--- config.mk ---
export PLATFORM = sky130hd
export DESIGN_NAME = top
export DESIGN_NICKNAME = d
export VERILOG_FILES = /design/src/verilog/acq_pkg.sv /design/src/verilog/sample_if.sv /design/src/verilog/adc_spi.sv /design/src/verilog/com_send.sv /design/src/verilog/console.sv /design/src/verilog/data_make.sv /design/src/verilog/ram_data.sv /design/src/verilog/top.sv
export SDC_FILE = /design/constraint.sdc
export NUM_CORES = 1
export LEC_CHECK = 0
export BUFFER_PORTS_ARGS = -buffer_cell sky130_fd_sc_hd__buf_2
export CAP_MARGIN = 20
export CORE_MARGIN = 2
export CORE_UTILIZATION = 49
export DETAILED_ROUTE_END_ITERATION = 6
export SLEW_MARGIN = 20
export SYNTH_ARGS = -nofsm -noshare
export SYNTH_HDL_FRONTEND = slang
export SYNTH_SLANG_ARGS = --single-unit
--- constraint.sdc ---
create_clock -name clk -period 3 [get_ports clk]
set_input_delay 0.15 -clock clk [delete_from_list [all_inputs] [get_ports clk]]
set_output_delay 0.15 -clock clk [all_outputs]
set_load 0.02 [all_outputs]
--- src/verilog/acq_pkg.sv ---
package acq_pkg;

    // ------------------------------------------------------------
    // Channel and sample sizes.
    // ------------------------------------------------------------
    localparam int N_CH     = 4;
    localparam int CH_W     = $clog2(N_CH);
    localparam int SAMPLE_W = 12;

    // SPI transfer, one 16-bit frame with the sample in the low bits.
    localparam int SPI_BITS = 16;
    localparam int SPI_CW   = $clog2(SPI_BITS);
    localparam int SCLK_DIV = 4;
    localparam int SCLK_CW  = $clog2(SCLK_DIV);

    // Conversion request, same word to every ADC.
    localparam logic [SPI_BITS-1:0] ADC_CMD = 16'hd0a5;

    // Serial line, clk cycles per bit.
    localparam int BIT_DIV = 8;
    localparam int BIT_CW  = $clog2(BIT_DIV);

    // Frame layout.
    localparam logic [3:0] HDR_TAG = 4'ha;
    localparam int         ADDR_W  = 4;

    // ------------------------------------------------------------
    // State encodings.
    // ------------------------------------------------------------
    typedef enum logic [1:0] {
        CON_IDLE,
        CON_CONV,
        CON_SEND,
        CON_DONE
    } console_state_t;

    typedef enum logic [2:0] {
        TX_IDLE,
        TX_WAIT_FLOW,
        TX_READ,
        TX_START,
        TX_DATA,
        TX_STOP
    } tx_state_t;

endpackage

--- src/verilog/sample_if.sv ---
`timescale 1ns/1ps

interface sample_if import acq_pkg::*; ();

    // One sample per strobe, never on back to back cycles.
    logic                valid;
    logic [CH_W-1:0]     chan;
    logic [SAMPLE_W-1:0] data;
    logic                last;

    modport src (
        output valid, chan, data, last
    );

    modport dst (
        input valid, chan, data, last
    );

endinterface

--- src/verilog/adc_spi.sv ---
`timescale 1ns/1ps

module adc_spi import acq_pkg::*; (
    input  logic            clk,
    input  logic            rst_n,

    input  logic            fs_conv,
    input  logic [N_CH-1:0] mask,

    input  logic [N_CH-1:0] adc_miso,
    output logic            adc_mosi,
    output logic            adc_sclk,
    output logic [N_CH-1:0] adc_cs,

    sample_if.src           smp
);

    logic                xfer;
    logic                emit;
    logic                gap;
    logic [SCLK_CW-1:0]  div;
    logic [SPI_CW-1:0]   bit_cnt;
    logic [SPI_BITS-1:0] tx_sr;
    logic [SPI_BITS-1:0] rx_sr [N_CH];
    logic [N_CH-1:0]     pend;
    logic [N_CH-1:0]     pend_next;
    logic [CH_W-1:0]     pick;
    logic                rise;
    logic                fall;

    // SCLK low for the first half period, high for the second.
    assign rise = xfer && (div == SCLK_CW'(SCLK_DIV / 2 - 1));
    assign fall = xfer && (div == SCLK_CW'(SCLK_DIV - 1));

    assign adc_mosi = tx_sr[SPI_BITS-1];

    // Lowest pending channel goes out first.
    always_comb begin
        pick = '0;
        for (int i = N_CH - 1; i >= 0; i--) begin
            if (pend[i]) begin
                pick = CH_W'(i);
            end
        end
        pend_next       = pend;
        pend_next[pick] = 1'b0;
    end

    // ------------------------------------------------------------
    // Transfer and sample stream control.
    // ------------------------------------------------------------
    always_ff @(posedge clk or negedge rst_n) begin
        if (!rst_n) begin
            xfer      <= 1'b0;
            emit      <= 1'b0;
            gap       <= 1'b0;
            div       <= '0;
            bit_cnt   <= '0;
            tx_sr     <= '0;
            pend      <= '0;
            adc_sclk  <= 1'b0;
            adc_cs    <= '1;
            smp.valid <= 1'b0;
            smp.last  <= 1'b0;
        end else begin
            smp.valid <= 1'b0;
            if (fs_conv && !xfer && !emit) begin
                // MSB of the command is on MOSI as CS falls.
                xfer    <= 1'b1;
                div     <= '0;
                bit_cnt <= '0;
                tx_sr   <= ADC_CMD;
                pend    <= mask;
                adc_cs  <= ~mask;
            end else if (xfer) begin
                div <= div + 1'b1;
                if (rise) begin
                    adc_sclk <= 1'b1;
                end
                if (fall) begin
                    adc_sclk <= 1'b0;
                    tx_sr    <= tx_sr << 1;
                    bit_cnt  <= bit_cnt + 1'b1;
                    if (bit_cnt == SPI_CW'(SPI_BITS - 1)) begin
                        xfer   <= 1'b0;
                        emit   <= 1'b1;
                        gap    <= 1'b0;
                        adc_cs <= '1;
                    end
                end
            end else if (emit) begin
                gap <= ~gap;
                if (!gap) begin
                    smp.valid <= 1'b1;
                    smp.last  <= (pend_next == '0);
                    pend      <= pend_next;
                    if (pend_next == '0) begin
                        emit <= 1'b0;
                    end
                end
            end
        end
    end

    // ------------------------------------------------------------
    // Per channel receive shifters and sample payload.
    // ------------------------------------------------------------
    always_ff @(posedge clk) begin
        if (rise) begin
            for (int i = 0; i < N_CH; i++) begin
                rx_sr[i] <= {rx_sr[i][SPI_BITS-2:0], adc_miso[i]};
            end
        end
        if (emit && !gap) begin
            smp.chan <= pick;
            smp.data <= rx_sr[pick][SAMPLE_W-1:0];
        end
    end

endmodule

--- src/verilog/com_send.sv ---
`timescale 1ns/1ps

module com_send import acq_pkg::*; (
    input  logic              clk,
    input  logic              rst_n,

    input  logic              fs_send,
    input  logic [ADDR_W-1:0] dlen,

    output logic [ADDR_W-1:0] ram_rxa,
    input  logic [7:0]        ram_rxd,

    input  logic              com_rxf,
    output logic              com_txd,
    output logic              com_txf,
    output logic              fd_send
);

    tx_state_t         state;
    logic [BIT_CW-1:0] bcnt;
    logic [2:0]        dbit;
    logic [ADDR_W-1:0] len;
    logic [ADDR_W-1:0] addr;
    logic [7:0]        sh;
    logic              bit_end;

    assign bit_end = (bcnt == BIT_CW'(BIT_DIV - 1));
    assign ram_rxa = addr;
    assign com_txf = (state == TX_START) || (state == TX_DATA) || (state == TX_STOP);

    always_comb begin
        case (state)
            TX_START: com_txd = 1'b0;
            TX_DATA:  com_txd = sh[0];
            default:  com_txd = 1'b1;
        endcase
    end

    // ------------------------------------------------------------
    // Byte sequencer.
    // ------------------------------------------------------------
    always_ff @(posedge clk or negedge rst_n) begin
        if (!rst_n) begin
            state   <= TX_IDLE;
            bcnt    <= '0;
            dbit    <= '0;
            len     <= '0;
            addr    <= '0;
            fd_send <= 1'b0;
        end else begin
            fd_send <= 1'b0;
            if (state == TX_START || state == TX_DATA || state == TX_STOP) begin
                bcnt <= bit_end ? '0 : bcnt + 1'b1;
            end
            case (state)
                TX_IDLE: begin
                    if (fs_send) begin
                        len   <= dlen;
                        addr  <= '0;
                        state <= TX_WAIT_FLOW;
                    end
                end
                TX_WAIT_FLOW: begin
                    // Host holds com_rxf high when it cannot take a byte.
                    if (!com_rxf) begin
                        state <= TX_READ;
                    end
                end
                TX_READ: begin
                    bcnt  <= '0;
                    state <= TX_START;
                end
                TX_START: begin
                    if (bit_end) begin
                        dbit  <= '0;
                        state <= TX_DATA;
                    end
                end
                TX_DATA: begin
                    if (bit_end) begin
                        dbit <= dbit + 1'b1;
                        if (dbit == 3'd7) begin
                            state <= TX_STOP;
                        end
                    end
                end
                TX_STOP: begin
                    if (bit_end) begin
                        if (addr == len - 1'b1) begin
                            fd_send <= 1'b1;
                            state   <= TX_IDLE;
                        end else begin
                            addr  <= addr + 1'b1;
                            state <= TX_WAIT_FLOW;
                        end
                    end
                end
                default: begin
                    state <= TX_IDLE;
                end
            endcase
        end
    end

    // Address was stable through WAIT_FLOW, so ram_rxd is current in READ.
    always_ff @(posedge clk) begin
        if (state == TX_READ) begin
            sh <= ram_rxd;
        end else if (state == TX_DATA && bit_end) begin
            sh <= sh >> 1;
        end
    end

endmodule

--- src/verilog/console.sv ---
`timescale 1ns/1ps

module console import acq_pkg::*; (
    input  logic              clk,
    input  logic              rst_n,

    input  logic              start,
    input  logic [N_CH-1:0]   chan_mask,
    output logic              busy,
    output logic              done,

    output logic              fs_conv,
    output logic              fs_tran,
    output logic [N_CH-1:0]   mask,
    input  logic              fd_tran,

    output logic              fs_send,
    output logic [ADDR_W-1:0] dlen,
    input  logic              fd_send
);

    console_state_t state;

    // Header byte plus two bytes per enabled channel.
    function automatic logic [ADDR_W-1:0] frame_len(input logic [N_CH-1:0] m);
        logic [ADDR_W-1:0] n;
        n = ADDR_W'(1);
        for (int i = 0; i < N_CH; i++) begin
            if (m[i]) begin
                n = n + ADDR_W'(2);
            end
        end
        return n;
    endfunction

    always_ff @(posedge clk or negedge rst_n) begin
        if (!rst_n) begin
            state   <= CON_IDLE;
            fs_conv <= 1'b0;
            fs_tran <= 1'b0;
            fs_send <= 1'b0;
            mask    <= '0;
            dlen    <= '0;
        end else begin
            fs_conv <= 1'b0;
            fs_tran <= 1'b0;
            fs_send <= 1'b0;
            case (state)
                CON_IDLE: begin
                    if (start && |chan_mask) begin
                        state   <= CON_CONV;
                        fs_conv <= 1'b1;
                        fs_tran <= 1'b1;
                        mask    <= chan_mask;
                        dlen    <= frame_len(chan_mask);
                    end
                end
                CON_CONV: begin
                    // Frame is complete in RAM.
                    if (fd_tran) begin
                        state   <= CON_SEND;
                        fs_send <= 1'b1;
                    end
                end
                CON_SEND: begin
                    if (fd_send) begin
                        state <= CON_DONE;
                    end
                end
                default: begin
                    state <= CON_IDLE;
                end
            endcase
        end
    end

    // Done holds for the single DONE cycle, busy is already low there.
    assign busy = (state == CON_CONV) || (state == CON_SEND);
    assign done = (state == CON_DONE);

endmodule

--- src/verilog/data_make.sv ---
`timescale 1ns/1ps

module data_make import acq_pkg::*; (
    input  logic              clk,
    input  logic              rst_n,

    input  logic              fs_tran,
    input  logic [N_CH-1:0]   mask,
    sample_if.dst             smp,

    output logic [ADDR_W-1:0] ram_txa,
    output logic [7:0]        ram_txd,
    output logic              ram_txen,
    output logic              fd_tran
);

    logic [ADDR_W-1:0] waddr;
    logic              second;
    logic              last_q;
    logic              fin;
    logic [7:0]        lo_byte;

    // Write enable and sequencing.
    always_ff @(posedge clk or negedge rst_n) begin
        if (!rst_n) begin
            waddr    <= '0;
            second   <= 1'b0;
            last_q   <= 1'b0;
            fin      <= 1'b0;
            ram_txen <= 1'b0;
            fd_tran  <= 1'b0;
        end else begin
            ram_txen <= 1'b0;
            fd_tran  <= fin;
            fin      <= 1'b0;
            if (fs_tran) begin
                ram_txen <= 1'b1;
                waddr    <= ADDR_W'(1);
            end else if (smp.valid) begin
                ram_txen <= 1'b1;
                waddr    <= waddr + 1'b1;
                second   <= 1'b1;
                last_q   <= smp.last;
            end else if (second) begin
                // Valid never repeats here, so the low byte has the slot.
                ram_txen <= 1'b1;
                waddr    <= waddr + 1'b1;
                second   <= 1'b0;
                fin      <= last_q;
            end
        end
    end

    // Address and byte data.
    always_ff @(posedge clk) begin
        if (fs_tran) begin
            ram_txa <= '0;
            ram_txd <= {HDR_TAG, mask};
        end else if (smp.valid) begin
            ram_txa <= waddr;
            ram_txd <= {smp.chan, 2'b00, smp.data[SAMPLE_W-1:8]};
            lo_byte <= smp.data[7:0];
        end else if (second) begin
            ram_txa <= waddr;
            ram_txd <= lo_byte;
        end
    end

endmodule

--- src/verilog/ram_data.sv ---
`timescale 1ns/1ps

module ram_data import acq_pkg::*; (
    input  logic              clk,

    input  logic [ADDR_W-1:0] ram_txa,
    input  logic [7:0]        ram_txd,
    input  logic              ram_txen,

    input  logic [ADDR_W-1:0] ram_rxa,
    output logic [7:0]        ram_rxd
);

    logic [7:0] mem [2**ADDR_W];

    // Write port A, registered read port B.
    always_ff @(posedge clk) begin
        if (ram_txen) begin
            mem[ram_txa] <= ram_txd;
        end
        ram_rxd <= mem[ram_rxa];
    end

endmodule

--- src/verilog/top.sv ---
`timescale 1ns/1ps

module top import acq_pkg::*; (
    input  logic            clk,
    input  logic            rst_n,

    input  logic            start,
    input  logic [N_CH-1:0] chan_mask,

    input  logic [N_CH-1:0] adc_miso,
    output logic            adc_mosi,
    output logic            adc_sclk,
    output logic [N_CH-1:0] adc_cs,

    input  logic            com_rxf,
    output logic            com_txd,
    output logic            com_txf,

    output logic            busy,
    output logic            done
);

    // Control strobes.
    logic fs_conv;
    logic fs_tran, fd_tran;
    logic fs_send, fd_send;

    logic [N_CH-1:0]   mask;
    logic [ADDR_W-1:0] dlen;

    // RAM ports.
    logic [ADDR_W-1:0] ram_txa, ram_rxa;
    logic [7:0]        ram_txd, ram_rxd;
    logic              ram_txen;

    sample_if smp_if ();

    console
    console_dut(
        .clk(clk),
        .rst_n(rst_n),
        .start(start),
        .chan_mask(chan_mask),
        .busy(busy),
        .done(done),
        .fs_conv(fs_conv),
        .fs_tran(fs_tran),
        .mask(mask),
        .fd_tran(fd_tran),
        .fs_send(fs_send),
        .dlen(dlen),
        .fd_send(fd_send)
    );

    adc_spi
    adc_spi_dut(
        .clk(clk),
        .rst_n(rst_n),
        .fs_conv(fs_conv),
        .mask(mask),
        .adc_miso(adc_miso),
        .adc_mosi(adc_mosi),
        .adc_sclk(adc_sclk),
        .adc_cs(adc_cs),
        .smp(smp_if.src)
    );

    data_make
    data_make_dut(
        .clk(clk),
        .rst_n(rst_n),
        .fs_tran(fs_tran),
        .mask(mask),
        .smp(smp_if.dst),
        .ram_txa(ram_txa),
        .ram_txd(ram_txd),
        .ram_txen(ram_txen),
        .fd_tran(fd_tran)
    );

    ram_data
    ram_data_dut(
        .clk(clk),
        .ram_txa(ram_txa),
        .ram_txd(ram_txd),
        .ram_txen(ram_txen),
        .ram_rxa(ram_rxa),
        .ram_rxd(ram_rxd)
    );

    com_send
    com_send_dut(
        .clk(clk),
        .rst_n(rst_n),
        .fs_send(fs_send),
        .dlen(dlen),
        .ram_rxa(ram_rxa),
        .ram_rxd(ram_rxd),
        .com_rxf(com_rxf),
        .com_txd(com_txd),
        .com_txf(com_txf),
        .fd_send(fd_send)
    );

endmodule
# [Word level (Yosys, flattened, before mapping)]
# Memory sizes are Yosys's and may differ from the RTL's. A register that Yosys moved wholly into a read port is not among the register bits.
# Cells that the tools add are included.
# W data, S select, Z words.
[op_classes] n_bitwise=7 n_reduce_logical=45 n_eq_ne=28 order_cmp=2 add_sub_neg=10 muxes=103
[op_table] op="$mux W4" count=29
[op_table] op="$mux W16" count=3
[op_table] op="$mux W1" count=40
[op_table] op="$mux W3" count=11
[op_table] op="$mux W8" count=4
[op_table] op="$reduce_bool A2 Y1" count=11
[op_table] op="$mux W2" count=10
[op_table] op="$pmux W3 S6" count=1
[op_table] op="$reduce_and A3 Y1" count=6
[op_table] op="$ne A2 B2 Y1 const B" count=8
[op_table] op="$add A4 B1 Y4 const B" count=3
[op_table] op="$add A4 B2 Y4 const B" count=3
[op_table] op="$eq A3 B3 Y1 const B" count=4
[op_table] op="$ne A2 B1 Y1 const B" count=6
[op_table] op="$reduce_and A4 Y1" count=3
[op_table] op="$logic_and A1 B1 Y1" count=8
[op_table] op="$not A4 Y4" count=2
[op_table] op="$pmux W4 S2" count=1
[op_table] op="$reduce_and A2 Y1" count=4
[op_table] op="$add A3 B1 Y3 const B" count=2
[op_table] op="$eq A2 B2 Y1 const B" count=3
[op_table] op="$eq A3 B2 Y1 const B" count=2
[op_table] op="$pmux W2 S3" count=1
[op_table] op="$pmux W3 S2" count=1
[op_table] op="other kinds (21)" count=29
[word_totals] ram_bits=192 reg_bits=105 memories=2 inputBits=12
[memory_table] memory="ram_data_dut.mem" words=16 width=8 read_ports=1 rd_ports_with_merged_regs=1 write_ports=1 line="ram_data.sv:14" text="logic [7:0] mem [2**ADDR_W];"
[memory_table] memory="adc_spi_dut.rx_sr" words=4 width=16 read_ports=5 rd_ports_with_merged_regs=1 write_ports=4 line="adc_spi.sv:24" text="logic [SPI_BITS-1:0] rx_sr [N_CH];"

# [Logic depth before layout (Yosys ltp)]
# Gate-level depths: netlist of the first run.
[depth] depth_word=15 depth_mapped=7 ltp_nobuf=7

# [Hierarchy]
# A second synthesis of the first run with hierarchy kept.
[hier_totals] hier_cells=780 hier_area_um2=12208.0
[modules_own_cells] mod="ram_data" n_inst=1 area_each_um2=5147.4 cells_per_inst=229
[modules_own_cells] mod="adc_spi" n_inst=1 area_each_um2=3794.9 cells_per_inst=274
[modules_own_cells] mod="com_send" n_inst=1 area_each_um2=1416.4 cells_per_inst=130
[modules_own_cells] mod="data_make" n_inst=1 area_each_um2=1146.1 cells_per_inst=92
[modules_own_cells] mod="console" n_inst=1 area_each_um2=703.2 cells_per_inst=55

# [Least setup slack after synthesis of the first run]
# Ideal clock, no wire load.
[synth_timing] path_type="register -> register" from="reg adc_spi_dut.xfer" to="mem adc_spi_dut.rx_sr[0][0] (enable)" required_ns=2.589 path_stages_with_launch=3 arrival_ns=1.843 path_slack_ns=0.746 setup_ns=0.411 path_cell_list="dfrtp_1 clkbuf_1 and2_1"
[synth_lines] item="start: declaration" line="adc_spi.sv:18" text="logic xfer;"
[synth_lines] item="start signal: assignment" line="adc_spi.sv:54" text="xfer <= 1'b0;"
[synth_lines] item="start signal: assignment" line="adc_spi.sv:69" text="xfer <= 1'b1;"
[synth_lines] item="start signal: assignment" line="adc_spi.sv:85" text="xfer <= 1'b0;"
[synth_lines] item="end: declaration" line="adc_spi.sv:24"

# [Worst setup path in the final report of the first run]
[layout_timing] from="reg com_send_dut.state[2]" to="out com_txf"
[layout_via] elab_chain_len=3 elab_cells_between_ends=5 cone_classes="3 x eq/ne; 2 x reduce/logical"
[layout_lines] item="start: declaration" line="com_send.sv:19" text="tx_state_t state;"
[layout_lines] item="start signal: assignment" line="com_send.sv:44" text="state <= TX_IDLE;"
[layout_lines] item="start signal: assignment" line="com_send.sv:60" text="state <= TX_WAIT_FLOW;"
[layout_lines] item="start signal: assignment" line="com_send.sv:66" text="state <= TX_READ;"
[layout_lines] item="$eq A3 B2 Y1 / $eq A3 B3 Y1 (equally long branches)" line="com_send.sv:29" text="assign com_txf = (state == TX_START) || (state == TX_DATA) || (state == TX_STOP);"
[layout_lines] item="$logic_or A1 B1 Y1" line="com_send.sv:29"
[layout_lines] item="$logic_or A1 B1 Y1 *" line="com_send.sv:29"
[layout_lines] item="end: declaration" line="top.sv:17" text="output logic com_txf,"
# Mark *: on every way between the ends. The rest lies on a longest branch, timed or not.

==> run_results.csv, run 1 <==
group,metric,value,unit
clocking,cts.sinks,301,
yosys,ys_seq_elements,301,
clocking,clk-insertion-delay-late,0.54,ns
setup_path,endpoint_kind,"primary output",
yosys,syn-mean-instance-area,15.4,µm²
place,dp_hpwl,14100,µm
yosys,synth-edff-count,210,
routing,drtAntennaViolNets,0,
floorplan,io_pins,22,
outcome,status,"complete, no violations",
layout,fillers,1944,
routing,num_vias,6352,
timing,finalHoldViolations,0,
setup_path,rr_endpoint,"ram_data_dut.ram_rxd[7]$_DFF_P_",
layout,syn2layout_area_growth,13.6,%
yosys,ys_warn_count,0,
timing,skew,0.0114,ns
power_and_ir_drop,leakage,0.00496,µW
power_and_ir_drop,powerDensity,880,nW/µm²
yosys,syn_area,11900,µm²
worst_hold_path,min_to,"console_dut.fs_conv$_DFF_PN0_",
layout,num-nets-final,846,
global_route,grtUsageTotal,0.174,
yosys,synth_cell_type_count,59,
yosys,syn-num-nets,803,
timing,min_period_over_period,0.695,
timing,fmax,480,MHz
setup_path,r2r.worst_path.cells,4,
worst_hold_path,whs_path_depth,3,
setup_path,worstSetupPathType,"reg2out",
flow_run,drv_cap,0,
timing,slew_viol_final,0,
power_and_ir_drop,totalPowerFinal,11900,µW
yosys,yosys.area.top_type,"edfxtp_1",
yosys,synth_top_area_share,0.529,
layout,final_core_util,0.561,
setup_path,cp.arrival,1.94,ns
setup_path,r2r_start,"com_send_dut.ram_rxa[0]$_DFFE_PN0P_",
clocking,cts_buffers,31,
clocking,cts_resized,0,
clocking,path_clk_slew,0.06,ns
routing,drt_iter0_drc,366,
routing,drc,0,
place,numPortBuffers,21,
timing,setup_viol,0,
clocking,cts-htree-levels,1,
timing,tightest_slew,0.984,ns
yosys,async_flop_share,0.249,
place,dp.cells,1098,
layout,final_cells,1165,
clocking,clockBufferDepth,3,
setup_path,worstPathMaxFanout,19,
routing,dr.pass1.iters,5,
place,gp_congestion,0.767,
setup_path,crit_start,"com_send_dut.state[2]$_DFFE_PN0P_",
clocking,tritoncts,"done",
floorplan,dieArea,25600,µm²
worst_hold_path,min_path_type,"in2reg",
yosys,netlist_instances,774,
floorplan,die_y,160,µm
setup_path,cp.required,2.85,ns
yosys,ys_seq_area_frac,0.714,
yosys,synth_flop_cell,"edfxtp_1",
global_route,antenna_found_initial,0,
routing,via_per_inst,5.45,
floorplan,core_area,24100,µm²
global_route,overflow,0,
yosys,synth_area_leaders,"edfxtp_1, dfrtp_1, mux4_2, dfxtp_1, nand2_1",
setup_path,critPathLaunchType,"register",
timing,slew_headroom,0.344,
setup_path,ff2ff_setup_slack,0.93,ns
worst_hold_path,hold_start,"start",
layout,num_antenna_cells,0,
global_route,grt_pass1_vias,6589,
timing,rsz0062_at_grt,"no",
global_route,grt_max_degree,76,
yosys,yosysMostFrequentCell,"edfxtp_1",
floorplan,die_w,160,µm
global_route,grt_pass1_wl,35700,µm
floorplan,rows,57,
yosys,ys_top_cells_by_count,"edfxtp_1, nand2_1, dfrtp_1",
routing,routed_wl,21600,µm
timing,period_needed,2.09,ns
power_and_ir_drop,peakVddDrop,0.000663,V
timing,finalSetupTns,0,ns
clocking,cts-root-buf,"clkbuf_16",
layout,drive_above_1_share,0.175,
floorplan,floorplan.initialDensity,0.494,
routing,wire_per_inst,18.5,µm
[through the flow]
step	setup slack (ns)	area, µm²	hold WS, ns
floorplan	0.746	11900	-0.146
global placement	0.919	12400	0.330
detailed placement	0.909	12400	0.330
CTS	0.890	13500	0.0658
global route	0.729	13500	0.0988
finish	0.915	13500	0.0790
[per-layer routing]
metal | vias up | wire, µm | track usage
met4 | 0 | 535 | 0.0471
met1 | 3214 | 9300 | 0.231
met2 | 101 | 11100 | 0.304
met3 | 37 | 715 | 0.0260
met5 | - | 0 | 0
li1 | 3000 | - | -
[logic make-up after synthesis]
kind of cell / after synthesis / synth area share
flip-flops: 301 / 0.714
adder cells (fa/ha/maj): 17 / 0.0179
buffers and inverters: 54 / 0.0191
XOR/XNOR: 14 / 0.0114
AND/OR/NAND/NOR: 188 / 0.0741
multiplexers: 71 / 0.0946
AO/OA/AOI/OAI: 129 / 0.0688
[worst max-delay path, cell delays in order (launching register included)]
cell and delay (ns):
dfrtp_1 0.67, nor2b_1 0.17, mux2_2 0.37, buf_2 0.18
[worst max-delay path by stage]
stage | end | cells after the start | slack (ns)
finish | com_txf | 3 | 0.91
floorplan | adc_spi_dut.rx_sr[0][0]$_DFFE_PP_ | 2 | 0.75
CTS | ram_data_dut.ram_rxd[7]$_DFF_P_ | 4 | 0.89
global route | ram_data_dut.ram_rxd[2]$_DFF_P_ | 4 | 0.73
detailed placement | ram_data_dut.ram_rxd[1]$_DFF_P_ | 4 | 0.91
global placement | ram_data_dut.ram_rxd[0]$_DFF_P_ | 4 | 0.92
[where the power goes]
| group | internal, µW | switching [µW] | total, µW | leakage [µW] |
|---|---|---|---|---|
| logic | 862 | 1210 | 2070 | 0.00147 |
| clock network | 2290 | 1490 | 3790 | 0.000507 |
| registers | 5480 | 562 | 6050 | 0.00299 |
| total | 8640 | 3260 | 11900 | 0.00496 |
[placed cells by master (no fill, tap or decap), types with 6 or more instances in the layout]
master	count
a21oi_1	21
a22oi_1	32
and2_1	6
buf_2	20
buf_4	20
clkbuf_1	6
clkbuf_16	31
clkbuf_8	6
clkinv_2	6
dfrtp_1	70
dfxtp_1	16
dlygate4sd3_1	10
edfxtp_1	210
ha_1	17
inv_1	14
mux2_2	13
mux2i_1	26
mux4_2	32
nand2_1	80
nand2b_1	8
nand3_1	8
nor2_1	43
nor2b_1	9
nor3_1	9
o21ai_0	47
xor2_1	8
[flip-flops by register name, summed over array words and instances, names as in the netlist, 4 cells and up]
| signal | count |
|---|---|
| adc_spi_dut.adc_cs | 4 |
| adc_spi_dut.bit_cnt | 4 |
| adc_spi_dut.pend | 4 |
| adc_spi_dut.rx_sr | 48 |
| adc_spi_dut.smp.data | 12 |
| adc_spi_dut.tx_sr | 16 |
| com_send_dut.len | 4 |
| com_send_dut.ram_rxa | 4 |
| com_send_dut.sh | 8 |
| console_dut.dlen | 4 |
| console_dut.mask | 4 |
| data_make_dut.lo_byte | 8 |
| data_make_dut.ram_txa | 4 |
| data_make_dut.ram_txd | 8 |
| data_make_dut.waddr | 4 |
| ram_data_dut.mem | 128 |
| ram_data_dut.ram_rxd | 8 |
[what timing repair did]
action / 4_1_cts / 5_1_grt
endpoints found under the hold margin: 81 / 0
buffers inserted: 0 / 0
hold buffers: 10 / 0
[cell type report]
type                       instances  area, µm²  area share
sequential                       301       8510       0.629
multi-input combinational        419       3190       0.235
clock buffer                      43        881      0.0651
tap                              324        405      0.0300
timing repair buffer              50        350      0.0259
clock inverter                    14        148      0.0109
inverter                          14       52.6     0.00388
Power figures use the tool's default switching activity.
==> run 2, diff against run 1 <==
--- a/config.mk
+++ b/config.mk
@@ -10,6 +10,7 @@
 export CORE_MARGIN = 2
 export CORE_UTILIZATION = 49
 export DETAILED_ROUTE_END_ITERATION = 6
+export PLACE_DENSITY = 0.67
 export SLEW_MARGIN = 20
 export SYNTH_ARGS = -nofsm -noshare
 export SYNTH_HDL_FRONTEND = slang
==> constraint.sdc (replaced) <==
create_clock -name clk -period 1.8 [get_ports clk]
set_input_delay 0.09 -clock clk [delete_from_list [all_inputs] [get_ports clk]]
set_output_delay 0.09 -clock clk [all_outputs]
set_load 0.02 [all_outputs]
==> run 2 against run 1 <==
Core utilization increased by 2.0 points. Clock skew about the same. Wire length decreased by 0.55%. Clock power increased by 91%. Register-to-register slack got worse by 0.86 ns. Highest routed layer unchanged. Worst hold slack improved by 0.011 ns. Sequential share of layout area decreased by 2.1 points. Critical endpoint unchanged. Design area increased by 3.6%. Die area unchanged. Global-route usage decreased by 0.23 points. Largest power group unchanged.
==> run_results.csv, run 2 (synthesis gave the netlist of run 1 again) <==
group,metric,value,unit
layout,syn2layout_area_growth,17.6,%
layout,drive_above_1_share,0.217,
layout,largestRegisters,"ram_data_dut.mem: 128 flops, adc_spi_dut.rx_sr: 48 flops, adc_spi_dut.tx_sr: 16 flops",
setup_path,cp.required,1.71,ns
global_route,grtUsageTotal,0.172,
power_and_ir_drop,peakVddDrop,0.00188,V
place,postPlaceCellArea,12700,µm²
floorplan,dieArea,25600,µm²
layout,fillers,1878,
floorplan,die_w,160,µm
layout,regMostFlops,"ram_data_dut.mem",
layout,largest_reg_flops,128,
timing,min_period_over_period,0.969,
floorplan,io_pins,22,
layout,num-nets-final,877,
timing,rsz0062_at_grt,"yes",
setup_path,worstPathMaxFanout,6,
routing,drc,0,
setup_path,crit_path_cell_trace,"nor2b_2 > mux2_4 > buf_2",
layout,fin_area,14000,µm²
clocking,cts-htree-levels,1,
routing,via_per_inst,5.48,
clocking,cts-root-buf,"clkbuf_16",
clocking,tritoncts,"done",
routing,routed_wl,21500,µm
clocking,cts_buffers,31,
setup_path,endpoint_kind,"primary output",
clocking,clockBufferDepth,3,
routing,wire_per_inst,18.0,µm
setup_path,cp.arrival,1.65,ns
global_route,overflow,0,
layout,multi_input_area,3200,µm²
setup_path,cp_slowest_cell,"dfrtp_2",
place,dp_hpwl,13900,µm
timing,finalHoldViolations,0,
power_and_ir_drop,leakage,0.00522,µW
floorplan,floorplan.initialDensity,0.494,
global_route,grt_pass1_wl,35500,µm
timing,period_needed,1.74,ns
power_and_ir_drop,powerDensity,1500,nW/µm²
clocking,path_clk_slew,0.06,ns
timing,skew,0.0110,ns
layout,most-common-layout-cells,"edfxtp_1, nand2_1, dfrtp_1, o21ai_0, buf_4",
timing,slew_viol_final,0,
layout,num_antenna_cells,0,
global_route,antenna_found_initial,0,
timing,slew_headroom,0.544,
layout,seq_area,8510,µm²
setup_path,worstSetupPathType,"reg2out",
floorplan,rows,57,
layout,final_common_cell,"edfxtp_1",
timing,fmax,574,MHz
routing,dr.pass1.iters,4,
routing,drtAntennaViolNets,0,
setup_path,cp_slowest_stage_delay,0.44,ns
global_route,grt_pass1_vias,6888,
floorplan,core_area,24100,µm²
setup_path,critPathLaunchType,"register",
clocking,clk-insertion-delay-late,0.54,ns
floorplan,die_y,160,µm
timing,setup_viol,0,
routing,drt_iter0_drc,521,
power_and_ir_drop,totalPowerFinal,21100,µW
timing,tightest_slew,0.684,ns
outcome,status,"complete, no violations",
place,gp_congestion,0.785,
clocking,cts.sinks,301,
flow_run,drv_cap,0,
place,numPortBuffers,21,
worst_hold_path,min_path_type,"in2async",
routing,num_vias,6558,
global_route,grt_max_degree,49,
run 2: changes by cell type in the layout (fill, tap and decap cells not counted), sizes merged, moves of 2 or more:
cell and change:
clkinv +2, clkbuf -10, buf +29, bufinv +7
run 2: layout make-up:
cell class | count | share of cell area
Sequential cell | 301 | 0.607
Multi-Input combinational cell | 419 | 0.229
Clock buffer | 33 | 0.0566
Timing Repair Buffer | 81 | 0.0466
Tap cell | 324 | 0.0289
Clock inverter | 24 | 0.0281
Inverter | 14 | 0.00375
run 2: where the power goes:
part | switching (µW) | internal [µW]
clock | 2610 | 4630
combinational | 2140 | 1620
sequential | 911 | 9140
run 2: stage by stage:
stage	worst slack [ns]	instances	utilization	hold slack, ns	setup TNS (ns)
after floorplan	0.0532	774	-	-0.206	0
after global placement	0.140	1127	0.526	0.121	0
after detailed placement	0.0882	1127	0.526	0.132	0
after CTS	0.0177	1195	0.581	0.111	0
after global routing	-0.0333	1196	0.581	0.146	-0.0394
final	0.0564	1196	0.581	0.0898	0
run 2: what timing repair did:
| action | in CTS | in global routing |
|---|---|---|
| hold buffers | 11 | 0 |
| gates resized for setup | 5 | 2 |
| buffers inserted | 0 | 1 |
| setup endpoints to repair | 2 | 5 |
| endpoints found under the hold margin | 61 | 0 |
run 2: routing by layer:
layer | wire length (µm) | GRT usage | vias to the layer above
li1 | - | - | 3065
met1 | 9390 | 0.227 | 3340
met2 | 10900 | 0.305 | 120
met3 | 772 | 0.0265 | 33
met4 | 396 | 0.0385 | 0
met5 | 0 | 0 | -
run 2: worst paths after layout:
| path | slack [ns] | from | cells after the start | end |
|---|---|---|---|---|
| worst max-delay path | 0.06 | com_send_dut.state[0]$_DFFE_PN0P_ | 3 | com_txf |
| worst min-delay path | 0.09 | rst_n | 2 | com_send_dut.ram_rxa[0]$_DFFE_PN0P_ |
| worst max register to register | 0.07 | com_send_dut.bcnt[0]$_DFFE_PN0P_ | 6 | com_send_dut.state[0]$_DFFE_PN0P_ |
| worst min register to register | 0.37 | data_make_dut.fin$_DFF_PN0_ | 0 | data_make_dut.fd_tran$_DFF_PN0_ |
| max in group asynchronous | 1.06 | rst_n | 3 | adc_spi_dut.div[0]$_DFFE_PN0N_ |
| min in group clk | 0.26 | adc_miso[1] | 2 | adc_spi_dut.rx_sr[1][0]$_DFFE_PP_ |
run 2: worst max-delay path, delay by kind of cell, from the launching register on:
family / cells / cell delay, ns
DFF: 1 / 0.44
muxes: 1 / 0.31
and+or+nand+nor: 1 / 0.18
buffers and inverters: 1 / 0.17
==> run 3, diff against run 2 <==
--- a/config.mk
+++ b/config.mk
@@ -5,11 +5,13 @@
 export SDC_FILE = /design/constraint.sdc
 export NUM_CORES = 1
 export LEC_CHECK = 0
+export ABC_AREA = 1
 export BUFFER_PORTS_ARGS = -buffer_cell sky130_fd_sc_hd__buf_2
 export CAP_MARGIN = 20
 export CORE_MARGIN = 2
 export CORE_UTILIZATION = 49
 export DETAILED_ROUTE_END_ITERATION = 6
+export GPL_ROUTABILITY_DRIVEN = 0
 export PLACE_DENSITY = 0.67
 export SLEW_MARGIN = 20
 export SYNTH_ARGS = -nofsm -noshare
==> run 3 against run 2 <==
Critical path type is now reg2reg. Worst setup slack gained 0.059 ns. Worst hold slack lost 0.025 ns. Register-to-register slack gained 0.05 ns. Wire length grew 12%. First-iteration DRC count grew 31%. Synthesized cell count grew 33%. Count of clock-buffer cells in the layout grew 1. Design area shrank 0.70%. Combinational power shrank 32%.
==> run_results.csv, run 3 <==
group,metric,value,unit
outcome,status,"complete, no violations",
layout,final_common_cell,"edfxtp_1",
floorplan,floorplan.initialDensity,0.499,
global_route,grt_max_degree,48,
layout,most-common-layout-cells,"edfxtp_1, nor2_1, nand2_1, o21ai_0, inv_1",
layout,num_antenna_cells,0,
timing,slew_headroom,0.516,
floorplan,io_pins,22,
yosys,async_flop_share,0.249,
floorplan,rows,57,
layout,regMostFlops,"ram_data_dut.mem",
clocking,path_clk_slew,0.07,ns
timing,min_period_over_period,0.936,
power_and_ir_drop,leakage,0.00531,µW
setup_path,endpoint_kind,"register",
setup_path,critPathLaunchType,"register",
routing,num_vias,7630,
clocking,cts.sinks,301,
global_route,grt_use_met2,0.321,
yosys,yosysMostFrequentCell,"edfxtp_1",
yosys,ys_seq_area_frac,0.702,
timing,period_needed,1.68,ns
place,postPlaceCellArea,12900,µm²
routing,wire_per_inst,16.7,µm
setup_path,endpoint,"adc_spi_dut.smp.data[7]$_DFFE_PP_",
clocking,clk-insertion-delay-late,0.54,ns
timing,fmax,594,MHz
place,numPortBuffers,21,
timing,rsz0062_at_grt,"yes",
setup_path,worstSetupPathType,"reg2reg",
yosys,ys_top_cells_by_count,"edfxtp_1, nor2_1, nand2_1",
global_route,overflow,0,
yosys,synth_top_area_share,0.520,
yosys,synth_cell_type_count,40,
routing,drtAntennaViolNets,0,
setup_path,crit_start,"adc_spi_dut.pend[2]$_DFFE_PN0P_",
setup_path,cpMostUsedCell,"inv_1",
floorplan,die_w,161,µm
power_and_ir_drop,powerDensity,1300,nW/µm²
yosys,ys_seq_elements,301,
layout,num-nets-final,1122,
layout,largest_reg_flops,128,
flow_run,drv_cap,0,
floorplan,die_y,161,µm
yosys,synth_area_leaders,"edfxtp_1, dfrtp_1, nor2_1, o21ai_0, nand2_1",
routing,dr.pass1.iters,5,
yosys,ys_warn_count,0,
setup_path,cp.required,2.08,ns
layout,fin_area,13900,µm²
timing,finalHoldViolations,0,
clocking,cts-htree-levels,1,
layout,drive_above_1_share,0.143,
global_route,grtUsageTotal,0.191,
yosys,syn-mean-instance-area,11.8,µm²
floorplan,dieArea,26000,µm²
layout,final_core_util,0.572,
global_route,grt-busiest-layer,"met2",
worst_hold_path,min_path_type,"in2async",
floorplan,core_area,24300,µm²
setup_path,r2r.worst_path.cells,6,
setup_path,cp_slowest_cell,"dfrtp_1",
yosys,synth-edff-count,210,
yosys,netlist_instances,1027,
global_route,grt_util_met1,0.261,
yosys,synth_flop_cell,"edfxtp_1",
yosys,syn_area,12100,µm²
timing,setup_viol,0,
setup_path,ff2ff_setup_slack,0.12,ns
routing,drc,0,
layout,largestRegisters,"ram_data_dut.mem: 128 flops, adc_spi_dut.rx_sr: 48 flops, adc_spi_dut.tx_sr: 16 flops",
routing,via_per_inst,5.30,
timing,slew_viol_final,0,
setup_path,crit_path_cell_trace,"inv_1 > nand2_1 > a21oi_4 > inv_1 > o21ai_0 > nand3_1",
clocking,cts_buffers,29,
routing,drt_iter0_drc,685,
routing,routed_wl,24100,µm
yosys,yosys.area.top_type,"edfxtp_1",
yosys,syn-num-nets,1056,
layout,syn2layout_area_growth,14.8,%
global_route,antenna_found_initial,0,
timing,skew,0.0110,ns
clocking,cts-root-buf,"clkbuf_16",
setup_path,cp_slowest_stage_delay,0.40,ns
place,dp_hpwl,15600,µm
setup_path,rr_endpoint,"adc_spi_dut.smp.data[7]$_DFFE_PP_",
clocking,tritoncts,"done",
setup_path,cp.arrival,1.96,ns
global_route,use_met3,0.0285,
global_route,grt_pass1_wl,39700,µm
clocking,clockBufferDepth,3,
global_route,grt_pass1_vias,7635,
setup_path,r2r_start,"adc_spi_dut.pend[2]$_DFFE_PN0P_",
timing,tightest_slew,0.725,ns
power_and_ir_drop,peakVddDrop,0.000965,V
setup_path,worstPathMaxFanout,24,
[run 3: worst min-delay path by stage]
stage	from	to	slack (ns)
after floorplan	rst_n	adc_spi_dut.adc_sclk$_DFFE_PN0P_	-0.21
after global placement	rst_n	com_send_dut.dbit[0]$_DFFE_PN0P_	0.09
after detailed placement	rst_n	com_send_dut.dbit[2]$_DFFE_PN0P_	0.1
after CTS	rst_n	com_send_dut.dbit[2]$_DFFE_PN0P_	0.07
after global routing	rst_n	com_send_dut.dbit[0]$_DFFE_PN0P_	0.10
final	rst_n	com_send_dut.dbit[0]$_DFFE_PN0P_	0.06
[run 3: what timing repair did]
action / 4_1_cts / 5_1_grt
gates resized for setup: 0 / 5
buffers inserted: 0 / 1
hold endpoints to repair: 88 / 0
endpoints found under the setup margin: 0 / 7
hold buffers: 10 / 0
[run 3: stage by stage]
step | hold slack (ns) | TNS [ns] | power (µW) | setup WS [ns] | instances
2_1_floorplan | -0.206 | 0 | 11200 | 0.0329 | 1027
3_3_place_gp | 0.0895 | 0 | 12100 | 0.181 | 1375
3_5_place_dp | 0.0964 | 0 | 12200 | 0.153 | 1375
4_1_cts | 0.0694 | 0 | 18200 | 0.0284 | 1438
5_1_grt | 0.104 | -0.0657 | 18900 | -0.0287 | 1439
6_report | 0.0645 | 0 | 18100 | 0.115 | 1439
[run 3: report_power, final]
part | internal (µW) | leakage [µW] | switching (µW) | total [µW]
clock network | 3360 | 0.000464 | 2580 | 5950
registers | 8850 | 0.00296 | 704 | 9560
logic | 879 | 0.00189 | 1670 | 2550
total | 13100 | 0.00531 | 4960 | 18100
[run 3: cell families after synthesis]
| kind of cell | share of synthesized area |
|---|---|
| AO/OA/AOI/OAI | 0.0956 |
| buffers and inverters | 0.0445 |
| XOR/XNOR | 0.00578 |
| multiplexers | 0.00743 |
| AND/OR/NAND/NOR | 0.128 |
| adder cells (fa/ha/maj) | 0.0175 |
| flip-flops | 0.702 |
[run 3: final cells by class]
class	count	area (µm²)
tap	324	405
clock inverter	19	143
sequential	301	8510
inverter	88	334
multi-input combinational	598	3090
timing repair buffer	75	626
clock buffer	34	807
fill	1963	10400
[run 3: worst max-delay path: cells and delay by family (launching register included)]
kind | cells | cell delay, ns
compound gates | 2 | 0.44
simple gates | 2 | 0.20
buf+inv | 2 | 0.38
flops | 1 | 0.40
[run 3: per-layer routing]
layer	wire, µm	part of all wire	vias to the layer above
li1	-	-	3720
met1	10900	0.45	3721
met2	11700	0.49	148
met3	862	0.036	41
met4	640	0.027	0
met5	0	0	-
